$ cat src/logic/adc_pkg.sv
package adc_pkg;

    // interleaving and code width
    localparam int n_slices = 16;
    localparam int adc_bits = 8;

    // two guard bits hold +/-mag minus offset without wrapping
    localparam int unfold_bits = adc_bits + 2;

    // signed code range after saturation
    localparam int code_max = 2 ** (adc_bits - 1) - 1;
    localparam int code_min = -(2 ** (adc_bits - 1));

    typedef logic signed [adc_bits-1:0] adc_code_t;

    // raw sign-magnitude frame from the slices
    typedef struct packed {
        logic                               valid;
        logic [n_slices-1:0]                sign;
        logic [n_slices-1:0][adc_bits-1:0]  mag;
    } adc_raw_frame_t;

    // unfolded signed frame
    typedef struct packed {
        logic                       valid;
        adc_code_t [n_slices-1:0]   code;
    } adc_code_frame_t;

    // one decision bit per slice, bit 0 earliest
    typedef logic [n_slices-1:0] rx_word_t;

endpackage

$ cat src/logic/prbs_pkg.sv
package prbs_pkg;

    import adc_pkg::*;

    // PRBS7, x[n] = x[n-6] ^ x[n-7]
    localparam int prbs_order = 7;
    localparam int prbs_tap_a = 6;
    localparam int prbs_tap_b = 7;

    localparam int count_bits = 32;

    // enough bits to count every slice of one word
    localparam int pop_bits = $clog2(n_slices + 1);

    typedef enum logic {
        src_adc  = 1'b0,
        src_bist = 1'b1
    } prbs_src_e;

    typedef enum logic [1:0] {
        mode_clear  = 2'd0,
        mode_run    = 2'd1,
        mode_freeze = 2'd2
    } chk_mode_e;

    typedef struct packed {
        logic                gen_en;
        logic                inj_err;
        prbs_src_e           src;
        chk_mode_e           mode;
        logic [n_slices-1:0] mask;
    } prbs_cfg_t;

    typedef struct packed {
        logic [count_bits-1:0] err_count;
        logic [count_bits-1:0] total_count;
    } prbs_result_t;

endpackage

$ cat src/logic/adc_unfold.sv
`timescale 1ns/1ps

module adc_unfold import adc_pkg::*; (
    input  logic            clk_adc,
    input  logic            cdr_rstb,
    input  adc_raw_frame_t  frame_i,
    input  adc_code_t       offset_i,
    output adc_code_frame_t frame_o
);

    logic                     valid_q;
    adc_code_t [n_slices-1:0] code_d;
    adc_code_t [n_slices-1:0] code_q;

    // sign 1 means positive, then offset removal and clamp
    function automatic adc_code_t unfold_code(
        input logic                sign,
        input logic [adc_bits-1:0] mag,
        input adc_code_t           offset
    );
        logic signed [unfold_bits-1:0] value;
        value = $signed({{(unfold_bits - adc_bits){1'b0}}, mag});
        if (!sign) begin
            value = -value;
        end
        value = value - offset;
        if (value > code_max) begin
            return adc_code_t'(code_max);
        end else if (value < code_min) begin
            return adc_code_t'(code_min);
        end
        return adc_code_t'(value);
    endfunction

    always_comb begin
        for (int i = 0; i < n_slices; i++) begin
            code_d[i] = unfold_code(frame_i.sign[i], frame_i.mag[i], offset_i);
        end
    end

    always_ff @(posedge clk_adc or negedge cdr_rstb) begin
        if (!cdr_rstb) begin
            valid_q <= 1'b0;
        end else begin
            valid_q <= frame_i.valid;
        end
    end

    always_ff @(posedge clk_adc) begin
        code_q <= code_d;
    end

    assign frame_o.valid = valid_q;
    assign frame_o.code  = code_q;

endmodule

$ cat src/logic/data_slicer.sv
`timescale 1ns/1ps

module data_slicer import adc_pkg::*; (
    input  logic            clk_adc,
    input  logic            cdr_rstb,
    input  adc_code_frame_t frame_i,
    input  adc_code_t       thresh_i,
    output rx_word_t        word_o,
    output logic            valid_o
);

    rx_word_t decision;
    rx_word_t word_q;
    logic     valid_q;

    // strict compare, a code equal to the threshold reads as 0
    always_comb begin
        for (int i = 0; i < n_slices; i++) begin
            decision[i] = frame_i.code[i] > thresh_i;
        end
    end

    always_ff @(posedge clk_adc or negedge cdr_rstb) begin
        if (!cdr_rstb) begin
            valid_q <= 1'b0;
        end else begin
            valid_q <= frame_i.valid;
        end
    end

    always_ff @(posedge clk_adc) begin
        word_q <= decision;
    end

    assign word_o  = word_q;
    assign valid_o = valid_q;

endmodule

$ cat src/logic/prbs_generator.sv
`timescale 1ns/1ps

module prbs_generator import adc_pkg::*, prbs_pkg::*; (
    input  logic     clk_adc,
    input  logic     cdr_rstb,
    input  logic     en_i,
    input  logic     inj_err_i,
    output rx_word_t word_o,
    output logic     valid_o
);

    // seq[prbs_order-1:0] is the stored history, seq[6] the newest bit
    logic [prbs_order-1:0]          state_q;
    logic [prbs_order+n_slices-1:0] seq;
    rx_word_t                       word_q;
    logic                           valid_q;

    // sixteen serial steps unrolled
    function automatic logic [prbs_order+n_slices-1:0] extend(
        input logic [prbs_order-1:0] hist
    );
        logic [prbs_order+n_slices-1:0] s;
        s = '0;
        s[prbs_order-1:0] = hist;
        for (int i = prbs_order; i < prbs_order + n_slices; i++) begin
            s[i] = s[i - prbs_tap_a] ^ s[i - prbs_tap_b];
        end
        return s;
    endfunction

    assign seq = extend(state_q);

    always_ff @(posedge clk_adc or negedge cdr_rstb) begin
        if (!cdr_rstb) begin
            state_q <= '1;
            valid_q <= 1'b0;
        end else begin
            valid_q <= en_i;
            if (en_i) begin
                state_q <= seq[prbs_order+n_slices-1 -: prbs_order];
            end
        end
    end

    // injected error flips bit 0 of the outgoing word only
    always_ff @(posedge clk_adc) begin
        if (en_i) begin
            word_q <= seq[prbs_order +: n_slices] ^ rx_word_t'(inj_err_i);
        end
    end

    assign word_o  = word_q;
    assign valid_o = valid_q;

endmodule

$ cat src/logic/prbs_checker.sv
`timescale 1ns/1ps

module prbs_checker import adc_pkg::*, prbs_pkg::*; (
    input  logic         clk_adc,
    input  logic         cdr_rstb,
    input  rx_word_t     adc_word_i,
    input  logic         adc_valid_i,
    input  rx_word_t     bist_word_i,
    input  logic         bist_valid_i,
    input  prbs_cfg_t    cfg_i,
    output prbs_result_t result_o
);

    rx_word_t                       rx_word;
    logic                           rx_valid;
    logic [prbs_order-1:0]          hist_q;
    logic [prbs_order+n_slices-1:0] seq;
    rx_word_t                       pred;
    rx_word_t                       err_vec;
    logic [pop_bits-1:0]            err_pop;
    logic [pop_bits-1:0]            mask_pop;
    logic [count_bits-1:0]          err_q;
    logic [count_bits-1:0]          total_q;

    function automatic logic [pop_bits-1:0] popcount(input rx_word_t w);
        logic [pop_bits-1:0] n;
        n = '0;
        for (int i = 0; i < n_slices; i++) begin
            n = n + pop_bits'(w[i]);
        end
        return n;
    endfunction

    // source select
    assign rx_word  = (cfg_i.src == src_bist) ? bist_word_i : adc_word_i;
    assign rx_valid = (cfg_i.src == src_bist) ? bist_valid_i : adc_valid_i;

    // received history below, new word above, bit 0 earliest
    assign seq = {rx_word, hist_q};

    // prediction taps come from received bits, so no seed is needed
    always_comb begin
        for (int i = 0; i < n_slices; i++) begin
            pred[i] = seq[prbs_order + i - prbs_tap_a] ^ seq[prbs_order + i - prbs_tap_b];
        end
    end

    assign err_vec  = (rx_word ^ pred) & cfg_i.mask;
    assign err_pop  = popcount(err_vec);
    assign mask_pop = popcount(cfg_i.mask);

    // history follows the stream in every mode
    always_ff @(posedge clk_adc or negedge cdr_rstb) begin
        if (!cdr_rstb) begin
            hist_q <= '0;
        end else if (rx_valid) begin
            hist_q <= rx_word[n_slices-1 -: prbs_order];
        end
    end

    always_ff @(posedge clk_adc or negedge cdr_rstb) begin
        if (!cdr_rstb) begin
            err_q   <= '0;
            total_q <= '0;
        end else begin
            case (cfg_i.mode)
                mode_clear: begin
                    err_q   <= '0;
                    total_q <= '0;
                end
                mode_run: begin
                    if (rx_valid) begin
                        err_q   <= err_q + count_bits'(err_pop);
                        total_q <= total_q + count_bits'(mask_pop);
                    end
                end
                default: begin
                    // freeze
                    err_q   <= err_q;
                    total_q <= total_q;
                end
            endcase
        end
    end

    assign result_o.err_count   = err_q;
    assign result_o.total_count = total_q;

endmodule

$ cat src/logic/rx_prbs_top.sv
`timescale 1ns/1ps

module rx_prbs_top import adc_pkg::*, prbs_pkg::*; (
    input  logic            clk_adc,
    input  logic            cdr_rstb,
    input  adc_raw_frame_t  adc_frame_i,
    input  adc_code_t       offset_i,
    input  adc_code_t       thresh_i,
    input  prbs_cfg_t       cfg_i,
    output adc_code_frame_t code_frame_o,
    output rx_word_t        rx_word_o,
    output logic            rx_valid_o,
    output prbs_result_t    result_o
);

    adc_code_frame_t code_frame;
    rx_word_t        rx_word;
    logic            rx_valid;
    rx_word_t        bist_word;
    logic            bist_valid;

    // receive path
    adc_unfold i_adc_unfold (
        .clk_adc  (clk_adc),
        .cdr_rstb (cdr_rstb),
        .frame_i  (adc_frame_i),
        .offset_i (offset_i),
        .frame_o  (code_frame)
    );

    data_slicer i_data_slicer (
        .clk_adc  (clk_adc),
        .cdr_rstb (cdr_rstb),
        .frame_i  (code_frame),
        .thresh_i (thresh_i),
        .word_o   (rx_word),
        .valid_o  (rx_valid)
    );

    // BIST source
    prbs_generator i_prbs_generator (
        .clk_adc   (clk_adc),
        .cdr_rstb  (cdr_rstb),
        .en_i      (cfg_i.gen_en),
        .inj_err_i (cfg_i.inj_err),
        .word_o    (bist_word),
        .valid_o   (bist_valid)
    );

    prbs_checker i_prbs_checker (
        .clk_adc      (clk_adc),
        .cdr_rstb     (cdr_rstb),
        .adc_word_i   (rx_word),
        .adc_valid_i  (rx_valid),
        .bist_word_i  (bist_word),
        .bist_valid_i (bist_valid),
        .cfg_i        (cfg_i),
        .result_o     (result_o)
    );

    assign code_frame_o = code_frame;
    assign rx_word_o    = rx_word;
    assign rx_valid_o   = rx_valid;

endmodule

$ cat config.mk
export PLATFORM = sky130hd
export DESIGN_NAME = rx_prbs_top
export DESIGN_NICKNAME = d
export VERILOG_FILES = /design/src/logic/adc_pkg.sv /design/src/logic/prbs_pkg.sv /design/src/logic/adc_unfold.sv /design/src/logic/data_slicer.sv /design/src/logic/prbs_generator.sv /design/src/logic/prbs_checker.sv /design/src/logic/rx_prbs_top.sv
export SDC_FILE = /design/constraint.sdc
export NUM_CORES = 1
export LEC_CHECK = 0
export BUFFER_PORTS_ARGS = -buffer_cell sky130_fd_sc_hd__buf_4
export CAP_MARGIN = 10
export CORE_MARGIN = 2
export CORE_UTILIZATION = 50
export DETAILED_ROUTE_END_ITERATION = 10
export GPL_TIMING_DRIVEN = 0
export PLACE_DENSITY = 0.84
export SLEW_MARGIN = 15
export SYNTH_ARGS = -nofsm -noshare
export SYNTH_HDL_FRONTEND = slang
export SYNTH_SLANG_ARGS = --single-unit
$ cat constraint.sdc
create_clock -name clk_adc -period 6.6 [get_ports clk_adc]
set_clock_uncertainty 0.05 [all_clocks]
set_input_delay 1.32 -clock clk_adc [delete_from_list [all_inputs] [get_ports clk_adc]]
set_output_delay 1.32 -clock clk_adc [all_outputs]
set_load 0.01 [all_outputs]
==> results of run 1 <==
==> layout make-up <==
type	instances	area, um2
timing repair buffer	378	2860
inverter	163	612
buffer	45	200
sequential	241	5400
tap	585	732
clock buffer	33	741
fill	3568	16600
clock inverter	21	273
multi-input combinational	2053	15600
==> stage by stage <==
stage	utilization [%]	hold slack, ns	std cells
global route	61.5	0.356	3519
global placement	58.9	0.309	3462
finish	61.5	0.333	3519
detailed placement	59.0	0.319	3463
CTS	61.4	0.333	3517
floorplan	-	0.305	2502
==> cells by family (layout without fill, tap and decap cells) <==
logic type	after synthesis	in the layout	synth area share, %
adder cells (fa/ha/maj)	347	347	21.3
buffers and inverters	208	640	3.65
multiplexers	39	39	1.93
XOR/XNOR	325	325	13.1
AND/OR/NAND/NOR	651	651	14.6
AO/OA/AOI/OAI	691	691	20.7
flip-flops	241	241	24.8
==> worst max-delay path, delay by kind of cell <==
kind,cells,cell delay (ns)
compound gates,4,0.79
xor+xnor,2,0.28
buf+inv,6,0.52
fa+ha+maj,8,3.22
mux,1,0.29
simple gates,3,0.31
==> cell usage in the layout, fill, tap and decap left out, types with 7 or more instances in the layout <==
cell type,netlist,final
buf_4,3,379
ha_1,309,309
nor2_1,254,254
a21oi_1,247,245
xor2_1,203,203
inv_1,163,156
dfxtp_1,144,144
xnor2_1,122,122
o21a_1,102,102
nand2_1,92,92
o21ai_0,84,82
dfrtp_1,74,74
nor3_1,70,69
nor2b_1,55,54
o211ai_1,52,52
a21o_1,42,42
clkbuf_1,38,39
nand2b_1,39,39
nand3_1,37,37
fa_1,38,37
nand4_1,29,29
clkbuf_16,0,29
and4_1,24,24
a31oi_1,24,24
mux2_2,23,23
o2111ai_1,22,22
or3_1,16,16
edfxtp_1,16,16
o31ai_1,15,15
mux2i_1,16,14
o41ai_1,13,13
o31a_1,13,13
and3_1,11,11
o21ai_1,9,10
a211oi_1,9,9
nor4b_1,7,7
a221o_1,7,7
clkinv_1,0,7
dfstp_2,7,7
==> power by group <==
group / internal, uW / switching, uW
logic: 2320 / 2650
registers: 1920 / 428
clock network: 1040 / 665
==> path summary, 6_finish.rpt <==
path	start	to	slack, ns	cells past startpoint
max reg2reg	i_data_slicer.word_o[0]	i_prbs_checker.err_q[17]	0.56	23
max	cfg_i[18]	i_prbs_checker.err_q[17]	0.24	24
min in group asynchronous	cdr_rstb	i_prbs_checker.total_q[27]	0.88	1
max in group asynchronous	cdr_rstb	i_prbs_checker.err_q[14]	4.95	1
min reg2reg	i_adc_unfold.valid_q	i_data_slicer.valid_o	0.33	0
min	i_adc_unfold.valid_q	i_data_slicer.valid_o	0.33	0
==> per-layer routing <==
layer	up-vias	part of all wire (%)	track usage, %
met5	-	0	0
met3	285	9.8	8.46
li1	9823	-	-
met1	9881	37	32.9
met2	945	47	51.1
met4	0	6.4	16.9
==> flip-flops by register name, indices dropped and copies added (netlist names), 7 cells and up <==
register	flops
i_adc_unfold.frame_o	128
i_prbs_checker.err_q	32
i_prbs_checker.total_q	32
i_data_slicer.word_o	16
i_prbs_generator.word_o	16
i_prbs_checker.hist_q	7
i_prbs_generator.state_q	7
==> timing repair <==
item	CTS	global route
gates resized for setup	0	11
endpoints found under the setup margin	0	25
hold endpoints to repair	0	0
buffers inserted	0	2
==> flow_metrics.env, run 1 <==
export IMPL_synth_edf_count=16
export IMPL_numCtsBuffers=29
export IMPL_drt_iter0_drc=1408
export IMPL_die_w_um=213
export IMPL_postSynthCellCount=2502
export IMPL_drc=0
export IMPL_layout_drive_gt1_share_pct=16.6
export IMPL_grtUsageTotal_pct=29.7
export IMPL_ioPinCount=394
export IMPL_dpl_hpwl_mm=53.3
export IMPL_clk_latency_ns=0.57
export IMPL_maxSlewViolCount=0
export IMPL_hold_class="flop to flop"
export IMPL_ys_warn_count=0
export IMPL_leakage_uw=0.0124
export IMPL_worstMarginPinSlew_ns=1.32
export IMPL_crit_arrival_ns=6.74
export IMPL_synth_seq_cells=241
export IMPL_antenna_found_initial=0
export IMPL_netlist_top_cells_count="ha_1, nor2_1, a21oi_1"
export IMPL_end_kind="flop"
export IMPL_yosysTopAreaCell="ha_1"
export IMPL_clkTransAtPathRegs_ns=0.06
export IMPL_core_um2=43000
export IMPL_max_slew_margin_pct=11.8
export IMPL_synth_distinct_cells=70
export IMPL_final_area_um2=26400
export IMPL_portBuffers=375
export IMPL_grt_max_degree=82
export IMPL_cp_required_ns=6.98
export IMPL_clockBufferDepth=3
export IMPL_cp_max_fo=10
export IMPL_final_setup_viol_count=0
export IMPL_dp_slack_ns=-0.396
export IMPL_cp_cell_sequence="buf_6, mux2i_4, xnor2_1, and2_1, ha_1, inv_1, fa_1, fa_1, fa_1, inv_1, fa_1, fa_2, inv_2, fa_1, inv_1, ha_1, a21o_1, a21o_1, a21o_1, a21o_1, clkbuf_8, nand3_1, xor2_1, nor2_1"
export IMPL_grt_ovfl_total=0
export IMPL_synthArstFlopShare_pct=33.6
export IMPL_start_util_pct=50.6
export IMPL_place_gp_congestion=0.943
export IMPL_final_nets=3442
export IMPL_layout_min_cycle_time_ns=6.36
export IMPL_first_pass_iters=6
export IMPL_routed_via_density=5.95
export IMPL_critPathKind="primary input to flop"
export IMPL_critPathSlowestCell="fa_1"
export IMPL_routed_wl_mm=69.8
export IMPL_start_kind="primary input"
export IMPL_hold_buffers=0
export IMPL_h_tree_depth=1
export IMPL_total_power_uw=9020
export IMPL_setup_slack_ns=0.239
export IMPL_fin_tns_setup_ns=0
export IMPL_powerDensity_nw_per_um2=342
export IMPL_syn_to_final_growth_pct=21.5
export IMPL_max_freq_mhz=157
export IMPL_cts_tree="yes"
export IMPL_netlist_area_um2=21800
export IMPL_n_antenna_cell=0
export IMPL_crit_top_cell="fa_1"
export IMPL_ant_nets=0
export IMPL_cts_sinks=241
export IMPL_finalCritPeriodShare_pct=96.4
export IMPL_slowest_delay_ns=0.54
export IMPL_outcome="finished clean"
export IMPL_placed_cell_area_um2=25400
export IMPL_die_area_um2=45200
export IMPL_rows=76
export IMPL_synth_seq_area_share_pct=24.8
export IMPL_synth_top_area_share_pct=17.8
export IMPL_first_global_vias=21000
export IMPL_maxCapViolCount=0
export IMPL_root_buffer="clkbuf_16"
export IMPL_via_count=20900
export IMPL_post_synth_cell_area_avg_um2=8.69
export IMPL_rsz0062_at_grt="no"
export IMPL_ys_flop_type="dfxtp_1"
export IMPL_synth_fp_nets=3033
export IMPL_synth_most_common_cell="ha_1"
export IMPL_grt_pass1_wl_mm=106
export IMPL_ys_top_cells_by_area="ha_1, dfxtp_1, dfrtp_1"
export IMPL_dieHeight_um=213
export IMPL_wl_per_cell_um=19.8
export IMPL_ir_worst_vdd_uv=246
export IMPL_finalHoldViolations=0
No activity file was read; power rests on OpenSTA's default activity.
==> run 2, diff against run 1 <==
--- a/config.mk
+++ b/config.mk
@@ -12,6 +12,7 @@
 export DETAILED_ROUTE_END_ITERATION = 10
 export GPL_TIMING_DRIVEN = 0
 export PLACE_DENSITY = 0.84
+export RECOVER_POWER = 50
 export SLEW_MARGIN = 15
 export SYNTH_ARGS = -nofsm -noshare
 export SYNTH_HDL_FRONTEND = slang
==> flow_metrics.env, run 2 (same netlist as run 1, synthesis figures left out) <==
export IMPL_start_kind="primary input"
export IMPL_holdPathEnd="i_data_slicer.valid_o"
export IMPL_hold_path_startpoint="i_adc_unfold.valid_q"
export IMPL_final_setup_viol_count=0
export IMPL_via_count=21000
export IMPL_finalHoldViolations=0
export IMPL_crit_arrival_ns=6.74
export IMPL_finalCritPeriodShare_pct=96.4
export IMPL_largest_reg_flops=128
export IMPL_final_common_cell="ha_1"
export IMPL_root_buffer="clkbuf_16"
export IMPL_r2r_setup_slack_ns=0.56
export IMPL_r2r_cells=23
export IMPL_first_global_vias=21000
export IMPL_numCtsBuffers=29
export IMPL_max_freq_mhz=157
export IMPL_routed_via_density=5.97
export IMPL_holdPathStages=0
export IMPL_final_nets=3442
export IMPL_ir_worst_vdd_uv=246
export IMPL_dieHeight_um=213
export IMPL_first_pass_iters=5
export IMPL_routed_wl_mm=69.6
export IMPL_ioPinCount=394
export IMPL_die_w_um=213
export IMPL_critPathSlowestCell="fa_1"
export IMPL_h_tree_depth=1
export IMPL_drt_iter0_drc=1360
export IMPL_layout_common_cells="ha_1, nor2_1, a21oi_1"
export IMPL_powerDensity_nw_per_um2=337
export IMPL_core_um2=43000
export IMPL_dpl_hpwl_mm=53.3
export IMPL_wl_per_cell_um=19.8
export IMPL_critPathKind="primary input to flop"
export IMPL_slowest_delay_ns=0.54
export IMPL_r2r_start="i_data_slicer.word_o[0]"
export IMPL_cp_required_ns=6.98
export IMPL_maxCapViolCount=1
export IMPL_worstMarginPinSlew_ns=4.36
export IMPL_outcome="finished, violations left"
export IMPL_end_kind="flop"
export IMPL_n_antenna_cell=0
export IMPL_clockBufferDepth=3
export IMPL_max_slew_margin_pct=-191
export IMPL_maxSlewViolCount=82
export IMPL_start_util_pct=50.6
export IMPL_cts_tree="yes"
export IMPL_cp_cell_sequence="buf_6, mux2i_4, xnor2_1, and2_1, ha_1, inv_1, fa_1, fa_1, fa_1, inv_1, fa_1, fa_2, inv_2, fa_1, inv_1, ha_1, a21o_1, a21o_1, a21o_1, a21o_1, clkbuf_8, nand3_1, xor2_1, nor2_1"
export IMPL_rr_endpoint="i_prbs_checker.err_q[17]"
export IMPL_hold_buffers=0
export IMPL_total_power_uw=8730
export IMPL_hold_class="flop to flop"
export IMPL_grt_max_degree=82
export IMPL_clk_latency_ns=0.58
export IMPL_failed_checks="max-capacitance violations, max-slew violations"
export IMPL_grt_ovfl_total=0
export IMPL_fin_tns_setup_ns=0
export IMPL_layout_min_cycle_time_ns=6.36
export IMPL_grtUsageTotal_pct=29.7
export IMPL_rows=76
export IMPL_rsz0062_at_grt="no"
export IMPL_ant_nets=0
export IMPL_drc=0
export IMPL_grt_pass1_wl_mm=106
export IMPL_crit_top_cell="fa_1"
export IMPL_leakage_uw=0.0119
export IMPL_cts_sinks=241
export IMPL_cp_max_fo=10
export IMPL_antenna_found_initial=0
export IMPL_layout_drive_gt1_share_pct=11.6
export IMPL_syn_to_final_growth_pct=18.9
export IMPL_die_area_um2=45200
export IMPL_place_gp_congestion=0.943
export IMPL_portBuffers=375
export IMPL_clkTransAtPathRegs_ns=0.06
-- run 2: how the worst max path moves through the flow --
stage	start	to	slack (ns)	cells past startpoint
after floorplan	cfg_i[18]	i_prbs_checker.err_q[13]	0.008	24
after global placement	cfg_i[18]	i_prbs_checker.err_q[14]	-0.37	22
after detailed placement	cfg_i[18]	i_prbs_checker.err_q[20]	-0.40	22
after CTS	cfg_i[18]	i_prbs_checker.err_q[27]	0.16	24
after global routing	cfg_i[18]	i_prbs_checker.err_q[13]	0.02	24
final	cfg_i[18]	i_prbs_checker.err_q[17]	0.24	24
-- run 2: routing by layer --
| metal | GRT usage (%) | up-vias | routed length, um | share of wire, % |
|---|---|---|---|---|
| li1 | - | 9835 | - | - |
| met1 | 32.9 | 9944 | 25600 | 37 |
| met2 | 51.1 | 946 | 32700 | 47 |
| met3 | 8.46 | 274 | 6930 | 10 |
| met4 | 16.9 | 0 | 4470 | 6.4 |
| met5 | 0 | - | 0 | 0 |
-- run 2: power breakdown --
part / internal (uW) / switching [uW]
clock network: 1040 / 665
registers: 1920 / 415
logic: 2040 / 2650
-- run 2: through the flow --
step                      hold slack, ns  cells  utilization [%]  instance area [um2]  worst slack, ns
final                              0.333   3519             60.2                25900            0.240
after detailed placement           0.319   3463             59.0                25400           -0.396
after floorplan                    0.305   2502                -                21800          0.00806
after global routing               0.356   3519             60.2                25900           0.0181
after CTS                          0.333   3517             61.4                26400            0.156
after global placement             0.309   3462             58.9                25300           -0.374
-- run 2: layout make-up --
type	count	area (um2)
fillers	3734	17100
clock inverters	21	273
well taps	585	732
multi-input cells	2053	15600
inverters	163	612
clock buffers	33	741
flip-flops and latches	241	5400
plain buffers	45	200
repair buffers	378	2310
-- run 2: worst max-delay path, delay by kind of cell --
kind | cells | cell delay (ns)
multiplexers | 1 | 0.29
buffers and inverters | 6 | 0.52
AND/OR/NAND/NOR | 3 | 0.31
XOR/XNOR | 2 | 0.28
AO/OA/AOI/OAI | 4 | 0.79
adder cells (fa/ha/maj) | 8 | 3.22
-- run 2: repair_timing --
action / CTS / global route
gates resized for setup: 0 / 11
setup buffers: 0 / 2
endpoints found under the setup margin: 0 / 25
==> run 3, diff against run 2 <==
==> constraint.sdc (replaced) <==
create_clock -name clk_adc -period 6.6 [get_ports clk_adc]
set_clock_uncertainty 0.05 [all_clocks]
set_input_delay 0.33 -clock clk_adc [delete_from_list [all_inputs] [get_ports clk_adc]]
set_output_delay 0.33 -clock clk_adc [all_outputs]
set_load 0.01 [all_outputs]
==> flow_metrics.env, run 3 (same netlist as run 1, synthesis figures left out) <==
export IMPL_outcome="finished, violations left"
export IMPL_failed_checks="max-capacitance violations, max-slew violations"
export IMPL_cp_required_ns=6.97
export IMPL_slowest_delay_ns=0.55
export IMPL_path_buf_inv=4
export IMPL_multi_input_area_um2=15600
export IMPL_critPathSlowestCell="fa_1"
export IMPL_hold_ws_ns=0.0260
export IMPL_antenna_found_initial=2
export IMPL_cts_setup_buffers=0
export IMPL_final_util_pct=59.8
export IMPL_die_w_um=213
export IMPL_largest_reg_flops=128
export IMPL_maxSlewViolCount=82
export IMPL_layout_common_cells="ha_1, nor2_1, a21oi_1"
export IMPL_regArea_um2=5400
export IMPL_portBuffers=375
export IMPL_die_area_um2=45200
export IMPL_drc=0
export IMPL_r2r_cells=22
export IMPL_layout_min_cycle_time_ns=6.22
export IMPL_end_kind="flop"
export IMPL_ir_worst_vdd_uv=245
export IMPL_rsz0062_at_grt="no"
export IMPL_start_kind="flop"
export IMPL_ant_nets=0
export IMPL_r2r_start="i_prbs_generator.word_o[0]"
export IMPL_routed_wl_mm=69.7
export IMPL_total_power_uw=8590
export IMPL_cts_tree="yes"
export IMPL_cpLargestDelayFamily="adder cells"
export IMPL_finalCritPeriodShare_pct=94.2
export IMPL_cp_max_fo=7
export IMPL_nFillCells=3783
export IMPL_grt_ovfl_total=0
export IMPL_syn_to_final_growth_pct=18.1
export IMPL_grtUsageTotal_pct=30.1
export IMPL_worstMarginPinSlew_ns=4.61
export IMPL_grt_pass1_wl_mm=108
export IMPL_final_area_um2=25700
export IMPL_cp_cell_sequence="mux2i_1, xnor2_1, and2_1, ha_1, inv_1, fa_1, fa_1, fa_1, inv_1, fa_1, fa_1, inv_1, fa_1, inv_1, ha_1, a21o_1, a21o_1, a21o_1, a21oi_2, nor3b_1, xnor2_1, nor2_1"
export IMPL_ioPinCount=394
export IMPL_core_um2=43000
export IMPL_final_nets=3441
export IMPL_drt_iter0_drc=1567
export IMPL_clkTransAtPathRegs_ns=0.06
export IMPL_max_freq_mhz=161
export IMPL_r2r_setup_slack_ns=0.38
export IMPL_crit_top_cell="fa_1"
export IMPL_final_setup_viol_count=0
export IMPL_h_tree_depth=1
export IMPL_placed_cell_area_um2=25300
export IMPL_dieHeight_um=213
export IMPL_cts_sinks=241
export IMPL_holdPathStages=2
export IMPL_critPathKind="flop to flop"
export IMPL_numCtsBuffers=28
export IMPL_via_count=21000
export IMPL_fin_tns_setup_ns=0
export IMPL_start_util_pct=50.6
export IMPL_hold_path_startpoint="cfg_i[19]"
export IMPL_rr_endpoint="i_prbs_checker.err_q[27]"
export IMPL_routed_via_density=5.96
export IMPL_clockBufferDepth=3
export IMPL_place_gp_congestion=0.947
export IMPL_powerDensity_nw_per_um2=334
export IMPL_dpl_hpwl_mm=53.2
export IMPL_grt_max_degree=82
export IMPL_first_pass_iters=7
export IMPL_final_common_cell="ha_1"
export IMPL_cp_depth=22
export IMPL_first_global_vias=20900
export IMPL_holdPathEnd="i_prbs_generator.word_o[0]"
export IMPL_rows=76
export IMPL_maxCapViolCount=1
export IMPL_wl_per_cell_um=19.8
export IMPL_clk_latency_ns=0.56
export IMPL_crit_arrival_ns=6.59
export IMPL_max_slew_margin_pct=-207
export IMPL_hold_class="primary input to flop"
export IMPL_finalHoldViolations=0
export IMPL_layout_drive_gt1_share_pct=10.8
export IMPL_root_buffer="clkbuf_16"
export IMPL_leakage_uw=0.0118
## run 3: cell types whose count changed in the layout (fill, tap and decap cells not counted), sizes merged, moves of 3 or more
cell | before | now
clkinv | 14 | 17
buf | 236 | 226
clkbuf | 220 | 228
dlygate4sd3 | 0 | 3
inv | 162 | 156
clkinvlp | 2 | 6
bufinv | 6 | 2
## run 3: routing by layer
metal / GRT usage (%) / up-vias / wire (um)
li1: - / 9837 / -
met3: 8.73 / 283 / 6770
met2: 50.9 / 964 / 32000
met5: 0 / - / 0
met1: 34.5 / 9890 / 26600
met4: 15.8 / 0 / 4310
## run 3: how the worst max path moves through the flow
stage                                from  slack (ns)                       end
3_5_place_dp                    cfg_i[18]       -0.08  i_prbs_checker.err_q[27]
5_1_grt        i_prbs_generator.word_o[0]        0.09  i_prbs_checker.err_q[31]
3_3_place_gp                    cfg_i[18]        0.05  i_prbs_checker.err_q[29]
4_1_cts        i_prbs_generator.word_o[1]        0.01  i_prbs_checker.err_q[27]
6_report       i_prbs_generator.word_o[0]        0.38  i_prbs_checker.err_q[27]
2_1_floorplan                   cfg_i[18]        0.55  i_prbs_checker.err_q[13]
## run 3: area by class of cell
class,instances,area share [%]
Buffer,44,0.692
Clock inverter,18,0.594
Inverter,163,2.38
Timing Repair Buffer,379,8.89
Antenna cell,2,0.0195
Clock buffer,34,2.90
Sequential cell,241,21.0
Multi-Input combinational cell,2053,60.7
Tap cell,585,2.85
## run 3: power by group
group	internal, uW	switching (uW)	total [uW]
registers	1920	459	2380
clock network	880	663	1540
logic	2030	2630	4660
## run 3: through the flow
step	worst slack, ns	std cells
floorplan	0.548	2502
global placement	0.0468	3462
detailed placement	-0.0821	3463
CTS	0.0142	3518
global route	0.0856	3519
finish	0.385	3519
## run 3: what timing repair did
item / 4_1_cts / 5_1_grt
hold buffers: 3 / 0
setup endpoints to repair: 0 / 26
hold endpoints to repair: 76 / 0
gates resized for setup: 0 / 7
